### src/source/breakout_defs.svh
`ifndef BREAKOUT_DEFS_SVH
`define BREAKOUT_DEFS_SVH

// playfield size in pixels
`define SCREEN_WIDTH 160
`define SCREEN_HEIGHT 120

// paddle geometry, the paddle lives on a single row
`define PADDLE_WIDTH 20
`define PADDLE_ROW 100
`define PADDLE_MIN 1
`define PADDLE_MAX 139
`define PADDLE_START 70

// ball restart point, one row above the paddle
`define BALL_START_X 79
`define BALL_START_Y 99

`define START_LIVES 3

// PS/2 set 2 scan codes
`define KEY_SPACE 8'h29
`define KEY_LEFT 8'h1C
`define KEY_RIGHT 8'h23
`define KEY_BREAK 8'hF0

// 3-bit rgb pixel values
`define COLOUR_BLACK 3'd0
`define COLOUR_PADDLE 3'd5
`define COLOUR_BALL 3'd7

`endif

### src/source/playfieldPkg.sv
package playfieldPkg;

    // column, 0 to 159
    typedef logic [7:0] coordX;

    // row, 0 to 119
    typedef logic [6:0] coordY;

    // frame buffer word address, row * 160 + column
    typedef logic [14:0] pixelAddress;

    // rgb, one bit per channel
    typedef logic [2:0] colour;

endpackage

### src/source/controlPkg.sv
package controlPkg;

    // raw PS/2 byte or the key currently held
    typedef logic [7:0] scanCode;

    // paddle hits so far
    typedef logic [5:0] scoreCount;

    typedef logic [1:0] lifeCount;

    typedef enum logic [1:0]
    {
        stateMenu,
        statePlay,
        stateWin,
        stateLoss
    } gameState;

endpackage

### src/source/keyDecoder.sv
`timescale 1ns/10ps
`include "breakout_defs.svh"

module keyDecoder (
    input  logic                clock,
    input  logic                reset,
    input  controlPkg::scanCode scanByte,
    input  logic                scanValid,
    output controlPkg::scanCode heldKey
);

    // set by F0, the next byte names the released key
    logic breakPending;

    always_ff @(posedge clock)
    begin
        if (!reset)
        begin
            heldKey <= '0;
            breakPending <= 1'b0;
        end
        else if (scanValid)
        begin
            if (breakPending)
            begin
                // release of some other key leaves the held one alone
                if (scanByte == heldKey)
                    heldKey <= '0;
                breakPending <= 1'b0;
            end
            else if (scanByte == `KEY_BREAK)
                breakPending <= 1'b1;
            else
                heldKey <= scanByte;
        end
    end

endmodule

### src/source/frameTimer.sv
`timescale 1ns/10ps

module frameTimer #(
    parameter int frameCycles = 833333
) (
    input  logic clock,
    input  logic reset,
    output logic frameTick
);

    localparam int counterWidth = (frameCycles > 1) ? $clog2(frameCycles) : 1;
    localparam logic [counterWidth-1:0] lastCount = counterWidth'(frameCycles - 1);

    logic [counterWidth-1:0] cycleCount;

    always_ff @(posedge clock)
    begin
        if (!reset)
            cycleCount <= '0;
        else if (cycleCount == lastCount)
            cycleCount <= '0;
        else
            cycleCount <= cycleCount + 1'b1;
    end

    // one cycle wide, on the last count of the period
    assign frameTick = (cycleCount == lastCount);

endmodule

### src/source/paddleMotion.sv
`timescale 1ns/10ps
`include "breakout_defs.svh"

module paddleMotion (
    input  logic                clock,
    input  logic                reset,
    input  logic                frameTick,
    input  logic                playing,
    input  controlPkg::scanCode heldKey,
    output playfieldPkg::coordX paddleX
);

    localparam playfieldPkg::coordX leftLimit = playfieldPkg::coordX'(`PADDLE_MIN);
    localparam playfieldPkg::coordX rightLimit = playfieldPkg::coordX'(`PADDLE_MAX);

    always_ff @(posedge clock)
    begin
        if (!reset)
            paddleX <= playfieldPkg::coordX'(`PADDLE_START);
        else if (frameTick && playing)
        begin
            // one column per frame, stops at the walls
            if (heldKey == `KEY_RIGHT && paddleX < rightLimit)
                paddleX <= paddleX + 1'b1;
            else if (heldKey == `KEY_LEFT && paddleX > leftLimit)
                paddleX <= paddleX - 1'b1;
        end
    end

    paddleInRange: assert property (@(posedge clock) disable iff (!reset)
        paddleX >= leftLimit && paddleX <= rightLimit);

endmodule

### src/source/ballMotion.sv
`timescale 1ns/10ps
`include "breakout_defs.svh"

module ballMotion (
    input  logic                clock,
    input  logic                reset,
    input  logic                frameTick,
    input  logic                playing,
    input  playfieldPkg::coordX paddleX,
    output playfieldPkg::coordX ballX,
    output playfieldPkg::coordY ballY,
    output logic                paddleHit,
    output logic                ballLost
);

    localparam playfieldPkg::coordX rightWall = playfieldPkg::coordX'(`SCREEN_WIDTH - 1);
    localparam playfieldPkg::coordY bottomRow = playfieldPkg::coordY'(`SCREEN_HEIGHT - 1);
    // row just above the paddle, where a bounce can happen
    localparam playfieldPkg::coordY approachRow = playfieldPkg::coordY'(`PADDLE_ROW - 1);

    logic movingLeft;
    logic movingUp;
    logic nextLeft;
    logic nextUp;
    logic hitNow;
    logic missNow;
    logic [8:0] paddleRight;
    playfieldPkg::coordX nextX;
    playfieldPkg::coordY nextY;

    assign paddleRight = {1'b0, paddleX} + 9'(`PADDLE_WIDTH - 1);
    assign missNow = !movingUp && ballY == bottomRow;

    always_comb
    begin
        // flip at a wall first, then take the step
        nextLeft = movingLeft ? (ballX != '0) : (ballX == rightWall);
        nextX = nextLeft ? ballX - 1'b1 : ballX + 1'b1;
        hitNow = !movingUp && ballY == approachRow
            && {1'b0, nextX} >= {1'b0, paddleX} && {1'b0, nextX} <= paddleRight;
        nextUp = movingUp ? (ballY != '0) : hitNow;
        nextY = nextUp ? ballY - 1'b1 : ballY + 1'b1;
    end

    // ball parks at the start point outside play and after a miss
    always_ff @(posedge clock)
    begin
        if (!reset || !playing || (frameTick && missNow))
        begin
            ballX <= playfieldPkg::coordX'(`BALL_START_X);
            ballY <= playfieldPkg::coordY'(`BALL_START_Y);
            movingLeft <= 1'b1;
            movingUp <= 1'b1;
        end
        else if (frameTick)
        begin
            ballX <= nextX;
            ballY <= nextY;
            movingLeft <= nextLeft;
            movingUp <= nextUp;
        end
    end

    always_ff @(posedge clock)
    begin
        if (!reset)
        begin
            paddleHit <= 1'b0;
            ballLost <= 1'b0;
        end
        else
        begin
            paddleHit <= playing && frameTick && hitNow;
            ballLost <= playing && frameTick && missNow;
        end
    end

    ballOnScreen: assert property (@(posedge clock) disable iff (!reset)
        ballX <= rightWall);

    hitOrMiss: assert property (@(posedge clock) disable iff (!reset)
        !(paddleHit && ballLost));

endmodule

### src/source/gameControl.sv
`timescale 1ns/10ps
`include "breakout_defs.svh"

module gameControl #(
    parameter int winScore = 40
) (
    input  logic                  clock,
    input  logic                  reset,
    input  controlPkg::scanCode   heldKey,
    input  logic                  paddleHit,
    input  logic                  ballLost,
    output logic                  playing,
    output controlPkg::gameState  state,
    output controlPkg::scoreCount score,
    output controlPkg::lifeCount  lives
);

    controlPkg::gameState nextState;

    always_comb
    begin
        nextState = state;
        case (state)
            controlPkg::stateMenu:
                if (heldKey == `KEY_SPACE)
                    nextState = controlPkg::statePlay;
            controlPkg::statePlay:
                if (score == controlPkg::scoreCount'(winScore))
                    nextState = controlPkg::stateWin;
                else if (lives == '0)
                    nextState = controlPkg::stateLoss;
            // win and loss hold until reset
            default:
                nextState = state;
        endcase
    end

    always_ff @(posedge clock)
    begin
        if (!reset)
        begin
            state <= controlPkg::stateMenu;
            score <= '0;
            lives <= controlPkg::lifeCount'(`START_LIVES);
        end
        else
        begin
            state <= nextState;
            if (playing && paddleHit)
                score <= score + 1'b1;
            if (playing && ballLost && lives != '0)
                lives <= lives - 1'b1;
        end
    end

    assign playing = (state == controlPkg::statePlay);

endmodule

### src/source/pixelWriter.sv
`timescale 1ns/10ps
`include "breakout_defs.svh"

module pixelWriter (
    input  logic                      clock,
    input  logic                      reset,
    input  logic                      frameTick,
    input  logic                      playing,
    input  playfieldPkg::coordX       paddleX,
    input  playfieldPkg::coordX       ballX,
    input  playfieldPkg::coordY       ballY,
    output logic                      wbCyc,
    output logic                      wbStb,
    output logic                      wbWe,
    output playfieldPkg::pixelAddress wbAdr,
    output playfieldPkg::colour       wbData,
    input  logic                      wbAck
);

    typedef enum logic [2:0]
    {
        phaseIdle,
        phaseEraseBall,
        phaseErasePaddle,
        phaseDrawPaddle,
        phaseDrawBall
    } writePhase;

    localparam playfieldPkg::coordY paddleRow = playfieldPkg::coordY'(`PADDLE_ROW);
    localparam logic [4:0] lastIndex = 5'(`PADDLE_WIDTH - 1);

    writePhase phase;
    logic tickPending;
    logic [4:0] pixelIndex;
    playfieldPkg::coordX snapPaddleX;
    playfieldPkg::coordX snapBallX;
    playfieldPkg::coordY snapBallY;
    playfieldPkg::coordX lastPaddleX;
    playfieldPkg::coordX lastBallX;
    playfieldPkg::coordY lastBallY;

    function automatic playfieldPkg::pixelAddress addressOf(
        input playfieldPkg::coordY row,
        input playfieldPkg::coordX column
    );
        return playfieldPkg::pixelAddress'(row) * playfieldPkg::pixelAddress'(`SCREEN_WIDTH)
            + playfieldPkg::pixelAddress'(column);
    endfunction

    always_ff @(posedge clock)
    begin
        if (!reset)
        begin
            phase <= phaseIdle;
            tickPending <= 1'b0;
            pixelIndex <= '0;
            lastPaddleX <= playfieldPkg::coordX'(`PADDLE_START);
            lastBallX <= playfieldPkg::coordX'(`BALL_START_X);
            lastBallY <= playfieldPkg::coordY'(`BALL_START_Y);
        end
        else
        begin
            tickPending <= frameTick && playing;
            case (phase)
                // a tick seen mid redraw is dropped
                phaseIdle:
                    if (tickPending)
                        phase <= phaseEraseBall;
                phaseEraseBall:
                    if (wbAck)
                        phase <= phaseErasePaddle;
                phaseErasePaddle, phaseDrawPaddle:
                    if (wbAck)
                    begin
                        if (pixelIndex == lastIndex)
                        begin
                            pixelIndex <= '0;
                            phase <= (phase == phaseErasePaddle) ? phaseDrawPaddle
                                                                  : phaseDrawBall;
                        end
                        else
                            pixelIndex <= pixelIndex + 1'b1;
                    end
                phaseDrawBall:
                    if (wbAck)
                    begin
                        lastPaddleX <= snapPaddleX;
                        lastBallX <= snapBallX;
                        lastBallY <= snapBallY;
                        phase <= phaseIdle;
                    end
                default:
                    phase <= phaseIdle;
            endcase
        end
    end

    // positions as they stood one edge after the frame tick
    always_ff @(posedge clock)
    begin
        if (phase == phaseIdle && tickPending)
        begin
            snapPaddleX <= paddleX;
            snapBallX <= ballX;
            snapBallY <= ballY;
        end
    end

    always_comb
    begin
        case (phase)
            phaseErasePaddle:
            begin
                wbAdr = addressOf(paddleRow, lastPaddleX + playfieldPkg::coordX'(pixelIndex));
                wbData = `COLOUR_BLACK;
            end
            phaseDrawPaddle:
            begin
                wbAdr = addressOf(paddleRow, snapPaddleX + playfieldPkg::coordX'(pixelIndex));
                wbData = `COLOUR_PADDLE;
            end
            phaseDrawBall:
            begin
                wbAdr = addressOf(snapBallY, snapBallX);
                wbData = `COLOUR_BALL;
            end
            default:
            begin
                wbAdr = addressOf(lastBallY, lastBallX);
                wbData = `COLOUR_BLACK;
            end
        endcase
    end

    // one cycle spans the whole redraw
    assign wbCyc = (phase != phaseIdle);
    assign wbStb = (phase != phaseIdle);
    assign wbWe = (phase != phaseIdle);

    // the cycle only closes on the ack of the last write
    cycEndsOnAck: assert property (@(posedge clock) disable iff (!reset)
        $fell(wbCyc) |-> $past(wbAck));

    writeHeld: assert property (@(posedge clock) disable iff (!reset)
        (wbStb && !wbAck) |=> (wbStb && $stable(wbAdr) && $stable(wbData)));

endmodule

### src/source/breakoutCore.sv
`timescale 1ns/10ps

module breakoutCore #(
    parameter int frameCycles = 833333,
    parameter int winScore = 40
) (
    input  logic                      clock,
    input  logic                      reset,
    input  controlPkg::scanCode       scanByte,
    input  logic                      scanValid,
    output controlPkg::gameState      state,
    output controlPkg::scoreCount     score,
    output controlPkg::lifeCount      lives,
    output logic                      wbCyc,
    output logic                      wbStb,
    output logic                      wbWe,
    output playfieldPkg::pixelAddress wbAdr,
    output playfieldPkg::colour       wbData,
    input  logic                      wbAck
);

    controlPkg::scanCode heldKey;
    logic frameTick;
    logic playing;
    logic paddleHit;
    logic ballLost;
    playfieldPkg::coordX paddleX;
    playfieldPkg::coordX ballX;
    playfieldPkg::coordY ballY;

    keyDecoder keys (
        .clock(clock),
        .reset(reset),
        .scanByte(scanByte),
        .scanValid(scanValid),
        .heldKey(heldKey)
    );

    frameTimer #(.frameCycles(frameCycles)) timer (
        .clock(clock),
        .reset(reset),
        .frameTick(frameTick)
    );

    gameControl #(.winScore(winScore)) control (
        .clock(clock),
        .reset(reset),
        .heldKey(heldKey),
        .paddleHit(paddleHit),
        .ballLost(ballLost),
        .playing(playing),
        .state(state),
        .score(score),
        .lives(lives)
    );

    paddleMotion paddle (
        .clock(clock),
        .reset(reset),
        .frameTick(frameTick),
        .playing(playing),
        .heldKey(heldKey),
        .paddleX(paddleX)
    );

    ballMotion ball (
        .clock(clock),
        .reset(reset),
        .frameTick(frameTick),
        .playing(playing),
        .paddleX(paddleX),
        .ballX(ballX),
        .ballY(ballY),
        .paddleHit(paddleHit),
        .ballLost(ballLost)
    );

    // Wishbone master toward the external frame buffer
    pixelWriter writer (
        .clock(clock),
        .reset(reset),
        .frameTick(frameTick),
        .playing(playing),
        .paddleX(paddleX),
        .ballX(ballX),
        .ballY(ballY),
        .wbCyc(wbCyc),
        .wbStb(wbStb),
        .wbWe(wbWe),
        .wbAdr(wbAdr),
        .wbData(wbData),
        .wbAck(wbAck)
    );

endmodule

### config.mk
export PLATFORM = sky130hd
export DESIGN_NAME = breakoutCore
export DESIGN_NICKNAME = d
export VERILOG_FILES = /design/src/source/playfieldPkg.sv /design/src/source/controlPkg.sv /design/src/source/keyDecoder.sv /design/src/source/frameTimer.sv /design/src/source/paddleMotion.sv /design/src/source/ballMotion.sv /design/src/source/gameControl.sv /design/src/source/pixelWriter.sv /design/src/source/breakoutCore.sv
export VERILOG_INCLUDE_DIRS = /design/src /design/src/source
export SDC_FILE = /design/constraint.sdc
export NUM_CORES = 1
export LEC_CHECK = 0
export CELL_PAD_IN_SITES_DETAIL_PLACEMENT = 1
export CELL_PAD_IN_SITES_GLOBAL_PLACEMENT = 2
export CORE_AREA = 2 2 187 171
export CTS_CLUSTER_DIAMETER = 50
export DETAILED_ROUTE_END_ITERATION = 8
export DIE_AREA = 0 0 189 173
export DONT_BUFFER_PORTS = 1
export PLACE_DENSITY = 0.52
export SETUP_SLACK_MARGIN = 0.4
export SYNTH_ARGS = -nofsm -noshare
export SYNTH_HDL_FRONTEND = slang
export SYNTH_SLANG_ARGS = --single-unit
### constraint.sdc
create_clock -name clock -period 6.9 [get_ports clock]
set_clock_uncertainty 0.05 [all_clocks]
set_input_delay 0.69 -clock clock [delete_from_list [all_inputs] [get_ports clock]]
set_output_delay 0.69 -clock clock [all_outputs]
set_load 0.01 [all_outputs]
==> results.cfg, run 1 <==
[finish]
final_layout_size_suffix_gt1_share_pct = 5.23
layoutNonFillerInstCount = 1289
total_of_fill_cells_in_the_finished_design = 3580
area_growth_pct = 13.3
net_count_final = 957

[detailed_routing]
vias = 5921
totalWireLength_mm = 21.0
routed_via_density = 4.59
drt.antenna.violating_nets = 0
route.detailed.drc = 0
drt_first_iter_violations = 223
drt_pre_antenna_iters = 4
wl_per_cell_um = 16.3

[timing]
timing.final.crit_period_ns = 5.76
finalHoldViolCount = 0
max_slew.worst_pin.slew_ns = 1.12
total_negative_slack_for_setup_checks_ns = 0
setup_viol_count_final = 0
timing.fmax_mhz = 173
final_min_period_over_clock_period_pct = 83.5
worst_slack_ns = 1.14
final-max-slew-violation-count = 0
slew_headroom_pct = 25.5
rsz0062_at_grt = no
fin_worst_hold_slack_ns = 0.327

[logic_synthesis]
synth_async_sr_flop_share_pct = 0
synthCells = 881
synth.net_count = 972
postSynthRegisterBits = 121
synth_seq_area_share_pct = 35.0
syn-mean-instance-area_um2 = 8.61
ys_dominant_reg_cell = sky130_fd_sc_hd__dfxtp_1
number_of_synthesized_flops_with_an_enable_pin = 23
yosys_warnings = 0
mappedNetlistArea_um2 = 7580
synth.distinct_cells = 61

[critical_path]
kind_of_launch_point_of_the_worst_setup_path = flop
worst-endpoint-required_ns = 7.21
worst-path-max-fanout = 9
worst_setup_path_class = flop to flop
arrival_ns = 6.08
source_of_the_worst_register_to_register_timing_path = ball.ballX[0]
critPathLaunch = ball.ballX[0]
end_kind = flop

[global_routing]
grt_pass1_wl_mm = 35.1
first_global_vias = 6219
grt_max_degree = 61
grt_antenna_before_repair = 1
grt_use_total_pct = 13.6
gr-total-overflow = 0

[clock_network]
clock_latency_late_sink_ns = 0.43
clock_edge_transition_at_the_registers_on_the_reported_setup_and_hold_paths_ns = 0.06
clk_path_buf_depth = 2
htree_num_levels = 4
holdBufCountCts = 0
cts_num_sinks = 121
post_cts_repair_resize_count = 0
cts.repair_timing.setup_buffer_count = 0
clock_tree.root_cell = sky130_fd_sc_hd__clkbuf_16
cts_buffers = 17
cts_tree = built

[min_path]
worstHoldStart = reset
timing.hold.worst.class = input pin to flop

[placement]
placement.setup.worst_slack_ns = 1.13
place.gp.congestion = 0.715
dpl.cell_count = 1256
hpwl_mm = 15.6
numPortBuffers = 0

[die]
placeableCoreArea_um2 = 30600
io-pin-count = 43
dieHeight_um = 173
die_area_um2 = 32700
die_width_um = 189
floorplan.initialDensity_pct = 24.8
site_rows = 61

[job]
maxCapViolations = 0

[pwr]
max_vdd_drop_uv = 165
power_density_nw_per_um2 = 200
power_leakage_nw = 3.40

[run_status]
outcome = finished, final reports clean
-- worst paths after layout --
path / end / slack (ns) / cells past startpoint
min reg2reg: writer.lastPaddleX[4] / 0.42 / 2
min: writer.lastBallY[6] / 0.33 / 1
max: ball.ballY[6] / 1.14 / 23
max reg2reg: ball.ballY[6] / 1.14 / 23
-- worst max-delay path, cell delays in order, from the launching register on --
cell	delay [ns]
sky130_fd_sc_hd__dfxtp_1	0.41
sky130_fd_sc_hd__nor4_2	0.36
sky130_fd_sc_hd__nand2_1	0.08
sky130_fd_sc_hd__o21ai_0	0.36
sky130_fd_sc_hd__inv_1	0.24
sky130_fd_sc_hd__ha_1	0.34
sky130_fd_sc_hd__a211oi_1	0.37
sky130_fd_sc_hd__o21bai_1	0.13
sky130_fd_sc_hd__a21oi_1	0.18
sky130_fd_sc_hd__xnor2_1	0.20
sky130_fd_sc_hd__ha_1	0.32
sky130_fd_sc_hd__a2111oi_0	0.41
sky130_fd_sc_hd__nand2_1	0.10
sky130_fd_sc_hd__a21oi_1	0.19
sky130_fd_sc_hd__maj3_2	0.26
sky130_fd_sc_hd__o21ai_2	0.15
sky130_fd_sc_hd__fa_1	0.44
sky130_fd_sc_hd__a21o_1	0.17
sky130_fd_sc_hd__a21oi_1	0.20
sky130_fd_sc_hd__o21bai_1	0.08
sky130_fd_sc_hd__a21oi_1	0.17
sky130_fd_sc_hd__xor2_1	0.09
sky130_fd_sc_hd__or3_1	0.32
sky130_fd_sc_hd__nand3_1	0.08
-- logic make-up (layout without fill, tap and decap cells) --
family | Yosys count | after routing | share of synthesized area, %
simple gates | 326 | 326 | 20.5
buf+inv | 79 | 77 | 4.11
xor+xnor | 86 | 86 | 9.93
compound gates | 184 | 184 | 15.8
mux | 5 | 5 | 0.693
flops | 121 | 121 | 35.0
other cells | 0 | 1 | 0
fa+ha+maj | 80 | 80 | 14.0
-- cell type report --
cell class              instances  area (µm²)  share of cell area (%)
repair buffers                  2        15.0                   0.175
clock buffers                  21         460                    5.36
flip-flops and latches        121        2650                    30.9
well taps                     409         512                    5.95
inverters                      43         161                    1.88
clock inverters                11         170                    1.98
diodes                          1        2.50                  0.0291
multi-input cells             681        4620                    53.8
-- metal layers --
| layer | up-vias | track usage [%] | part of all wire [%] |
|---|---|---|---|
| met1 | 2819 | 18.8 | 52 |
| met4 | 0 | 3.52 | 0.94 |
| met3 | 11 | 2.78 | 2.0 |
| met5 | - | 0 | 0 |
| met2 | 35 | 21.6 | 45 |
| li1 | 3056 | - | - |
-- cells in the final DEF, fill, tap and decap left out, types with 7 or more instances in the layout --
cell type / synthesis / layout
sky130_fd_sc_hd__nor2b_1: 21 / 21
sky130_fd_sc_hd__a21boi_0: 17 / 17
sky130_fd_sc_hd__and3_1: 12 / 12
sky130_fd_sc_hd__a22oi_1: 10 / 10
sky130_fd_sc_hd__dfxtp_1: 98 / 98
sky130_fd_sc_hd__inv_1: 43 / 43
sky130_fd_sc_hd__o22ai_1: 9 / 9
sky130_fd_sc_hd__o21ai_0: 31 / 31
sky130_fd_sc_hd__xor2_1: 31 / 31
sky130_fd_sc_hd__edfxtp_1: 23 / 23
sky130_fd_sc_hd__or3_1: 8 / 8
sky130_fd_sc_hd__nor3_1: 15 / 15
sky130_fd_sc_hd__nand3_1: 34 / 34
sky130_fd_sc_hd__o211ai_1: 13 / 13
sky130_fd_sc_hd__o21bai_1: 7 / 7
sky130_fd_sc_hd__clkbuf_16: 0 / 17
sky130_fd_sc_hd__nand4_1: 10 / 10
sky130_fd_sc_hd__a21oi_1: 51 / 51
sky130_fd_sc_hd__xnor2_1: 55 / 55
sky130_fd_sc_hd__and2_1: 14 / 14
sky130_fd_sc_hd__nand2_1: 117 / 117
sky130_fd_sc_hd__a21o_1: 18 / 18
sky130_fd_sc_hd__nor2_1: 69 / 68
sky130_fd_sc_hd__fa_1: 8 / 8
sky130_fd_sc_hd__ha_1: 71 / 71
-- cell usage after synthesis (12+ instances only) --
master                       n  area (µm²)
sky130_fd_sc_hd__a21boi_0   17         128
sky130_fd_sc_hd__inv_1      43         161
sky130_fd_sc_hd__a21o_1     18         135
sky130_fd_sc_hd__dfxtp_1    98        1960
sky130_fd_sc_hd__o211ai_1   13        97.6
sky130_fd_sc_hd__clkbuf_1   27         101
sky130_fd_sc_hd__nand3_1    34         170
sky130_fd_sc_hd__nand2_1   117         439
sky130_fd_sc_hd__o21ai_0    31         155
sky130_fd_sc_hd__nor2b_1    21         131
sky130_fd_sc_hd__xor2_1     31         272
sky130_fd_sc_hd__and2_1     14        87.6
sky130_fd_sc_hd__a21oi_1    51         255
sky130_fd_sc_hd__and3_1     12        75.1
sky130_fd_sc_hd__ha_1       71         888
sky130_fd_sc_hd__nor3_1     15        75.1
sky130_fd_sc_hd__nor2_1     69         259
sky130_fd_sc_hd__edfxtp_1   23         691
sky130_fd_sc_hd__xnor2_1    55         482
-- through the flow --
step                      power, W  area [µm²]  util, %
after floorplan           0.000764        7580        -
after global placement    0.000765        7960     26.0
after detailed placement  0.000765        7960     26.0
after CTS                  0.00175        8590     28.1
after global routing       0.00179        8590     28.1
final                      0.00172        8600     28.1
-- power by group --
part	switching [W]	total (W)	leakage, nW	internal, W
clock network	0.000343	0.000967	0.299	0.000623
registers	0.00000554	0.000727	1.01	0.000722
logic	0.0000101	0.0000219	2.09	0.0000118
total	0.000359	0.00172	3.40	0.00136
-- state kept, by name, summed over array words and instances (netlist names), 2 cells and up --
register	cells
timer.cycleCount	20
writer.phase	3
writer.pixelIndex	5
control.score	6
writer.snapPaddleX	8
ball.ballY	7
paddle.paddleX	8
writer.lastBallX	8
ball.ballX	8
writer.lastPaddleX	8
control.lives	2
control.state	2
keys.heldKey	8
writer.snapBallX	8
writer.lastBallY	7
writer.snapBallY	7
Note: power is estimated with default switching activity, not from simulation.
==> run 2, diff against run 1 <==
--- a/config.mk
+++ b/config.mk
@@ -6,14 +6,15 @@
 export SDC_FILE = /design/constraint.sdc
 export NUM_CORES = 1
 export LEC_CHECK = 0
+export ABC_AREA = 1
 export CELL_PAD_IN_SITES_DETAIL_PLACEMENT = 1
 export CELL_PAD_IN_SITES_GLOBAL_PLACEMENT = 2
-export CORE_AREA = 2 2 187 171
+export CORE_AREA = 2 2 191 174
 export CTS_CLUSTER_DIAMETER = 50
 export DETAILED_ROUTE_END_ITERATION = 8
-export DIE_AREA = 0 0 189 173
+export DIE_AREA = 0 0 193 176
 export DONT_BUFFER_PORTS = 1
-export PLACE_DENSITY = 0.52
+export PLACE_DENSITY = 0.54
 export SETUP_SLACK_MARGIN = 0.4
 export SYNTH_ARGS = -nofsm -noshare
 export SYNTH_HDL_FRONTEND = slang
==> constraint.sdc (replaced) <==
create_clock -name clock -period 5.8 [get_ports clock]
set_clock_uncertainty 0.05 [all_clocks]
set_input_delay 0.58 -clock clock [delete_from_list [all_inputs] [get_ports clock]]
set_output_delay 0.58 -clock clock [all_outputs]
set_load 0.01 [all_outputs]
==> run 2 against run 1 <==
  * Utilization about the same
  * Total power increased by 12%
  * Synthesized area increased by 3.9%
  * Largest power group unchanged
  * Die area increased by 3.9%
  * Register-to-register slack got worse by 0.17 ns
  * Global-route usage increased by 1.4 points
  * Sequential cell count unchanged
==> results.cfg, run 2 <==
[run_status]
outcome = finished, final reports clean

[global_routing]
grt_antenna_before_repair = 0
gr-total-overflow = 0
first_global_vias = 7015
grt_pass1_wl_mm = 39.3
grt_max_degree = 36
grt_use_total_pct = 15.0

[die]
site_rows = 62
dieHeight_um = 176
placeableCoreArea_um2 = 31800
die_width_um = 193
io-pin-count = 43
floorplan.initialDensity_pct = 24.8
die_area_um2 = 34000

[critical_path]
path_delay_family = simple AND/OR/NAND/NOR gates
reg2reg_depth = 36
reg2reg_slack_ns = 0.97
rr_endpoint = ball.ballY[6]
worst-endpoint-required_ns = 6.05
worstPathBufferInverterCount = 5
cp_common_cell = sky130_fd_sc_hd__nand2_1
max_stage_delay_ns = 0.41
worst_setup_path_class = flop to flop
arrival_ns = 5.08
critical_path_depth = 36
standard_cell_with_the_maximum_stage_delay_on_the_critical_path = sky130_fd_sc_hd__dfxtp_1
worst-path-max-fanout = 5
source_of_the_worst_register_to_register_timing_path = ball.ballX[2]
end_kind = flop
kind_of_launch_point_of_the_worst_setup_path = flop

[logic_synthesis]
postSynthRegisterBits = 121
ys_top_cells_by_area = sky130_fd_sc_hd__dfxtp_1 (25%), sky130_fd_sc_hd__ha_1 (11%), sky130_fd_sc_hd__nand2_1 (9.7%)
synthCells = 1065
mappedNetlistArea_um2 = 7880
yosys.area.top_type_share_pct = 24.9
post_synth_most_frequent_cells = sky130_fd_sc_hd__nand2_1 (203), sky130_fd_sc_hd__inv_1 (155), sky130_fd_sc_hd__nor2_1 (106)
synth.net_count = 1156
ys_dominant_reg_cell = sky130_fd_sc_hd__dfxtp_1
post-synth-top-count-cell = sky130_fd_sc_hd__nand2_1
yosys_warnings = 0
number_of_synthesized_flops_with_an_enable_pin = 23
syn-mean-instance-area_um2 = 7.40
largest_area_contributor_in_the_synthesized_netlist = sky130_fd_sc_hd__dfxtp_1
synth_async_sr_flop_share_pct = 0
synth.distinct_cells = 50
synth_seq_area_share_pct = 33.7

[min_path]
timing.hold.worst.class = input pin to flop
worstHoldStart = reset
worst_hold_path.endpoint = writer.lastBallY[5]
timing.hold.worst_path_depth = 1

[timing]
timing.fmax_mhz = 207
slew_headroom_pct = 37.1
total_negative_slack_for_setup_checks_ns = 0
finalHoldViolCount = 0
rsz0062_at_grt = no
setup_viol_count_final = 0
final-max-slew-violation-count = 0
final_min_period_over_clock_period_pct = 83.3
max_slew.worst_pin.slew_ns = 0.939
timing.final.crit_period_ns = 4.83

[detailed_routing]
vias = 6804
wl_per_cell_um = 16.2
routed_via_density = 4.54
route.detailed.drc = 0
drt_first_iter_violations = 246
drt.antenna.violating_nets = 0
drt_pre_antenna_iters = 4
totalWireLength_mm = 24.2

[clock_network]
cts_num_sinks = 121
cts_tree = built
clock_edge_transition_at_the_registers_on_the_reported_setup_and_hold_paths_ns = 0.06
clk_path_buf_depth = 2
cts_buffers = 17
clock_tree.root_cell = sky130_fd_sc_hd__clkbuf_16
holdBufCountCts = 0
clock_latency_late_sink_ns = 0.42
htree_num_levels = 4

[placement]
hpwl_mm = 18.8
numPortBuffers = 0
place.gp.congestion = 0.713
dpl.cell_count = 1463

[finish]
largest_register_by_flop_count = timer.cycleCount
net_count_final = 1160
total_of_fill_cells_in_the_finished_design = 3906
layoutNonFillerInstCount = 1498
area_growth_pct = 13.3
antenna-diode-count = 0
largest_register_ffs = 20
seqCellArea_um2 = 2660
mostFrequentLayoutCells = sky130_fd_sc_hd__nand2_1 (203), sky130_fd_sc_hd__inv_1 (153), sky130_fd_sc_hd__nor2_1 (104)
final_layout_size_suffix_gt1_share_pct = 7.95
multi_input_comb_area_um2 = 4530
commonest_non_fill_non_tap_cell_in_the_layout = sky130_fd_sc_hd__nand2_1

[pwr]
power_density_nw_per_um2 = 216
power_leakage_nw = 3.93
max_vdd_drop_uv = 177

[job]
maxCapViolations = 0
[run 2: repair_timing]
action,4_1_cts,5_1_grt
endpoints found under the setup margin,0,3
setup buffers,0,3
resized for setup,0,14
[run 2: layer usage]
metal  routed length [µm]  vias up  GRT usage, %  share of wire [%]
met5                    0        -             0                  0
met3                  349       14          2.25                1.4
met4                  213        0          3.66               0.88
li1                     -     3527             -                  -
met2                10800       41          23.9                 45
met1                12800     3222          21.3                 53
[run 2: stage by stage]
stage          power [W]  area, µm²  setup slack (ns)  hold slack, ns  util, %
2_1_floorplan   0.000911       7880              1.38           0.359        -
3_3_place_gp    0.000919       8320             0.714           0.398     26.2
3_5_place_dp    0.000919       8320             0.636           0.404     26.2
4_1_cts          0.00197       8880             0.612           0.182     27.9
5_1_grt          0.00201       8930             0.415           0.182     28.1
6_report         0.00193       8930             0.970           0.210     28.1
[run 2: logic make-up (layout without fill, tap and decap cells)]
kind of cell / count (synthesis) / count (layout) / synth area share, %
and+or+nand+nor: 467 / 467 / 27.1
buffers and inverters: 184 / 201 / 9.14
AOI/OAI and AO/OA: 176 / 176 / 12.6
DFF: 121 / 121 / 33.7
adders and majority gates: 79 / 79 / 13.3
xor gates and xnor gates: 38 / 38 / 4.22
[run 2: where the power goes]
group | internal (W) | switching (W) | leakage (nW) | total, W
clock | 0.000617 | 0.000412 | 0.280 | 0.00103
combinational | 0.0000123 | 0.0000239 | 2.64 | 0.0000362
sequential | 0.000858 | 0.00000540 | 1.01 | 0.000864
total | 0.00149 | 0.000441 | 3.93 | 0.00193
[run 2: cell type report]
class                           instances  share of cell area, %
Clock buffer                           26                   5.83
Clock inverter                          6                  0.378
Inverter                              162                   6.84
Multi-Input combinational cell        760                   50.7
Sequential cell                       121                   29.8
Tap cell                              416                   5.83
Timing Repair Buffer                    7                  0.589
[run 2: worst max path at each step]
stage / from / to / slack, ns
finish: ball.ballX[2] / ball.ballY[6] / 0.97
global route: ball.ballX[5] / ball.ballY[6] / 0.41
CTS: ball.ballX[0] / ball.ballY[6] / 0.61
detailed placement: ball.ballX[0] / ball.ballY[6] / 0.64
global placement: ball.ballX[0] / ball.ballY[6] / 0.71
floorplan: ball.ballX[0] / ball.ballY[6] / 1.38
==> run 3, diff against run 2 <==
==> constraint.sdc (replaced) <==
create_clock -name clock -period 4.8 [get_ports clock]
set_clock_uncertainty 0.05 [all_clocks]
set_input_delay 0.48 -clock clock [delete_from_list [all_inputs] [get_ports clock]]
set_output_delay 0.48 -clock clock [all_outputs]
set_load 0.01 [all_outputs]
==> run 3 against run 2 <==
  * Sequential power grew 20%
  * Fmax up 13%
  * Critical path depth down 1
  * Combinational power up 18%
  * Non-clock buffer count rose by 30
  * Sequential cell count unchanged
  * Sequential share of layout area fell by 1.3 points
  * Clock power up 19%
  * Critical path type unchanged
==> results.cfg, run 3 (synthesis gave the netlist of run 2 again) <==
[run_status]
outcome = finished, final reports clean

[pwr]
power_leakage_nw = 4.08
clkPwrFrac_pct = 53.2
max_vdd_drop_uv = 221
power.share.sequential_pct = 45.0
swShare_pct = 24.0
finalPower_w = 0.00232
combPwrFrac_pct = 1.8
p_int_w = 0.00176
p_switching_w = 0.000556
power_density_nw_per_um2 = 248

[critical_path]
worst-endpoint-required_ns = 5.05
worst_setup_path_class = flop to flop
max_stage_delay_ns = 0.39
arrival_ns = 4.54
cp_common_cell = sky130_fd_sc_hd__nand2_1
end_kind = flop
kind_of_launch_point_of_the_worst_setup_path = flop
standard_cell_with_the_maximum_stage_delay_on_the_critical_path = sky130_fd_sc_hd__dfxtp_4
worst-path-max-fanout = 5

[detailed_routing]
route.detailed.drc = 0
routed_via_density = 4.51
drt_first_iter_violations = 239
drt_pre_antenna_iters = 5
drt.antenna.violating_nets = 0
vias = 6892
wl_per_cell_um = 15.9
totalWireLength_mm = 24.3

[global_routing]
grt_antenna_before_repair = 0
grt_pass1_wl_mm = 39.8
first_global_vias = 7286
grt_use_total_pct = 15.2
grt_max_degree = 36
gr-total-overflow = 0

[die]
dieHeight_um = 176
die_area_um2 = 34000
placeableCoreArea_um2 = 31800
floorplan.initialDensity_pct = 24.8
site_rows = 62
io-pin-count = 43
die_width_um = 193

[placement]
dpl.cell_count = 1476
numPortBuffers = 0
hpwl_mm = 19.0
place.gp.congestion = 0.753

[timing]
slew_headroom_pct = 35.3
timing.fmax_mhz = 233
max_slew.worst_pin.slew_ns = 0.966
total_negative_slack_for_setup_checks_ns = 0
setup_viol_count_final = 0
final_min_period_over_clock_period_pct = 89.3
fin_worst_hold_slack_ns = 0.122
finalHoldViolCount = 0
final-max-slew-violation-count = 0
timing.final.crit_period_ns = 4.29
rsz0062_at_grt = yes

[finish]
final_util_pct = 29.4
commonest_non_fill_non_tap_cell_in_the_layout = sky130_fd_sc_hd__nand2_1
net_count_final = 1190
largest_register_ffs = 20
total_of_fill_cells_in_the_finished_design = 3844
final_layout_size_suffix_gt1_share_pct = 13.5
mostFrequentLayoutCells = sky130_fd_sc_hd__nand2_1 (197), sky130_fd_sc_hd__inv_1 (149), sky130_fd_sc_hd__nor2_1 (103)
antenna-diode-count = 0
layoutNonFillerInstCount = 1528
area_growth_pct = 18.5
largest_register_by_flop_count = timer.cycleCount

[job]
maxCapViolations = 0

[clock_network]
clock_tree.root_cell = sky130_fd_sc_hd__clkbuf_16
cts_tree = built
clock_latency_late_sink_ns = 0.42
clk_path_buf_depth = 2
cts_num_sinks = 121
clock_edge_transition_at_the_registers_on_the_reported_setup_and_hold_paths_ns = 0.06
cts_buffers = 17
htree_num_levels = 4
holdBufCountCts = 0

[min_path]
timing.hold.worst.class = input pin to flop
## run 3: critical path, delay by kind of cell (launching register included)
| family | cells | cell delay [ns] |
|---|---|---|
| compound gates | 5 | 0.52 |
| xor+xnor | 1 | 0.19 |
| fa+ha+maj | 3 | 0.85 |
| buf+inv | 4 | 0.34 |
| flops | 1 | 0.39 |
| simple gates | 22 | 1.83 |
## run 3: power groups by stage
stage	combinational [W]	clock, W	sequential [W]
global route	0.0000509	0.00133	0.00104
global placement	0.0000439	0	0.00107
CTS	0.0000442	0.00128	0.00104
finish	0.0000427	0.00123	0.00104
detailed placement	0.0000440	0	0.00107
floorplan	0.0000369	0	0.00106
## run 3: area by class of cell
| class | instances | area (µm²) | share of cell area, % |
|---|---|---|---|
| well taps | 416 | 520 | 5.57 |
| repair buffers | 37 | 278 | 2.98 |
| flip-flops and latches | 121 | 2660 | 28.5 |
| multi-input cells | 760 | 4710 | 50.4 |
| clock inverters | 15 | 129 | 1.38 |
| clock buffers | 17 | 425 | 4.56 |
| inverters | 162 | 613 | 6.57 |
## run 3: per-layer routing
layer	wire [µm]	share of wire, %	GRT usage, %
met3	610	2.5	2.60
met4	282	1.2	4.10
met1	12700	52	21.4
met2	10700	44	23.8
met5	0	0	0
## run 3: metrics by stage
step / setup WS, ns / instance area, µm²
floorplan: 0.417 / 7880
global placement: 0.118 / 8420
detailed placement: 0.0120 / 8420
CTS: 0.405 / 9250
global route: 0.113 / 9340
finish: 0.514 / 9340
## run 3: repair_timing
action / 4_1_cts / 5_1_grt
gates cloned: 0 / 0
setup endpoints to repair: 4 / 4
buffers inserted: 16 / 4
pin swaps: 31 / 26
resized for setup: 33 / 16
## run 3: path summary, 6_finish.rpt
path	startpoint	to	slack, ns	cells after the start
min	reset	writer.lastBallY[6]	0.12	1
max	ball.ballX[4]	ball.ballY[6]	0.51	35
max reg2reg	ball.ballX[4]	ball.ballY[6]	0.51	35
min reg2reg	writer.lastBallX[2]	writer.lastBallX[2]	0.41	2
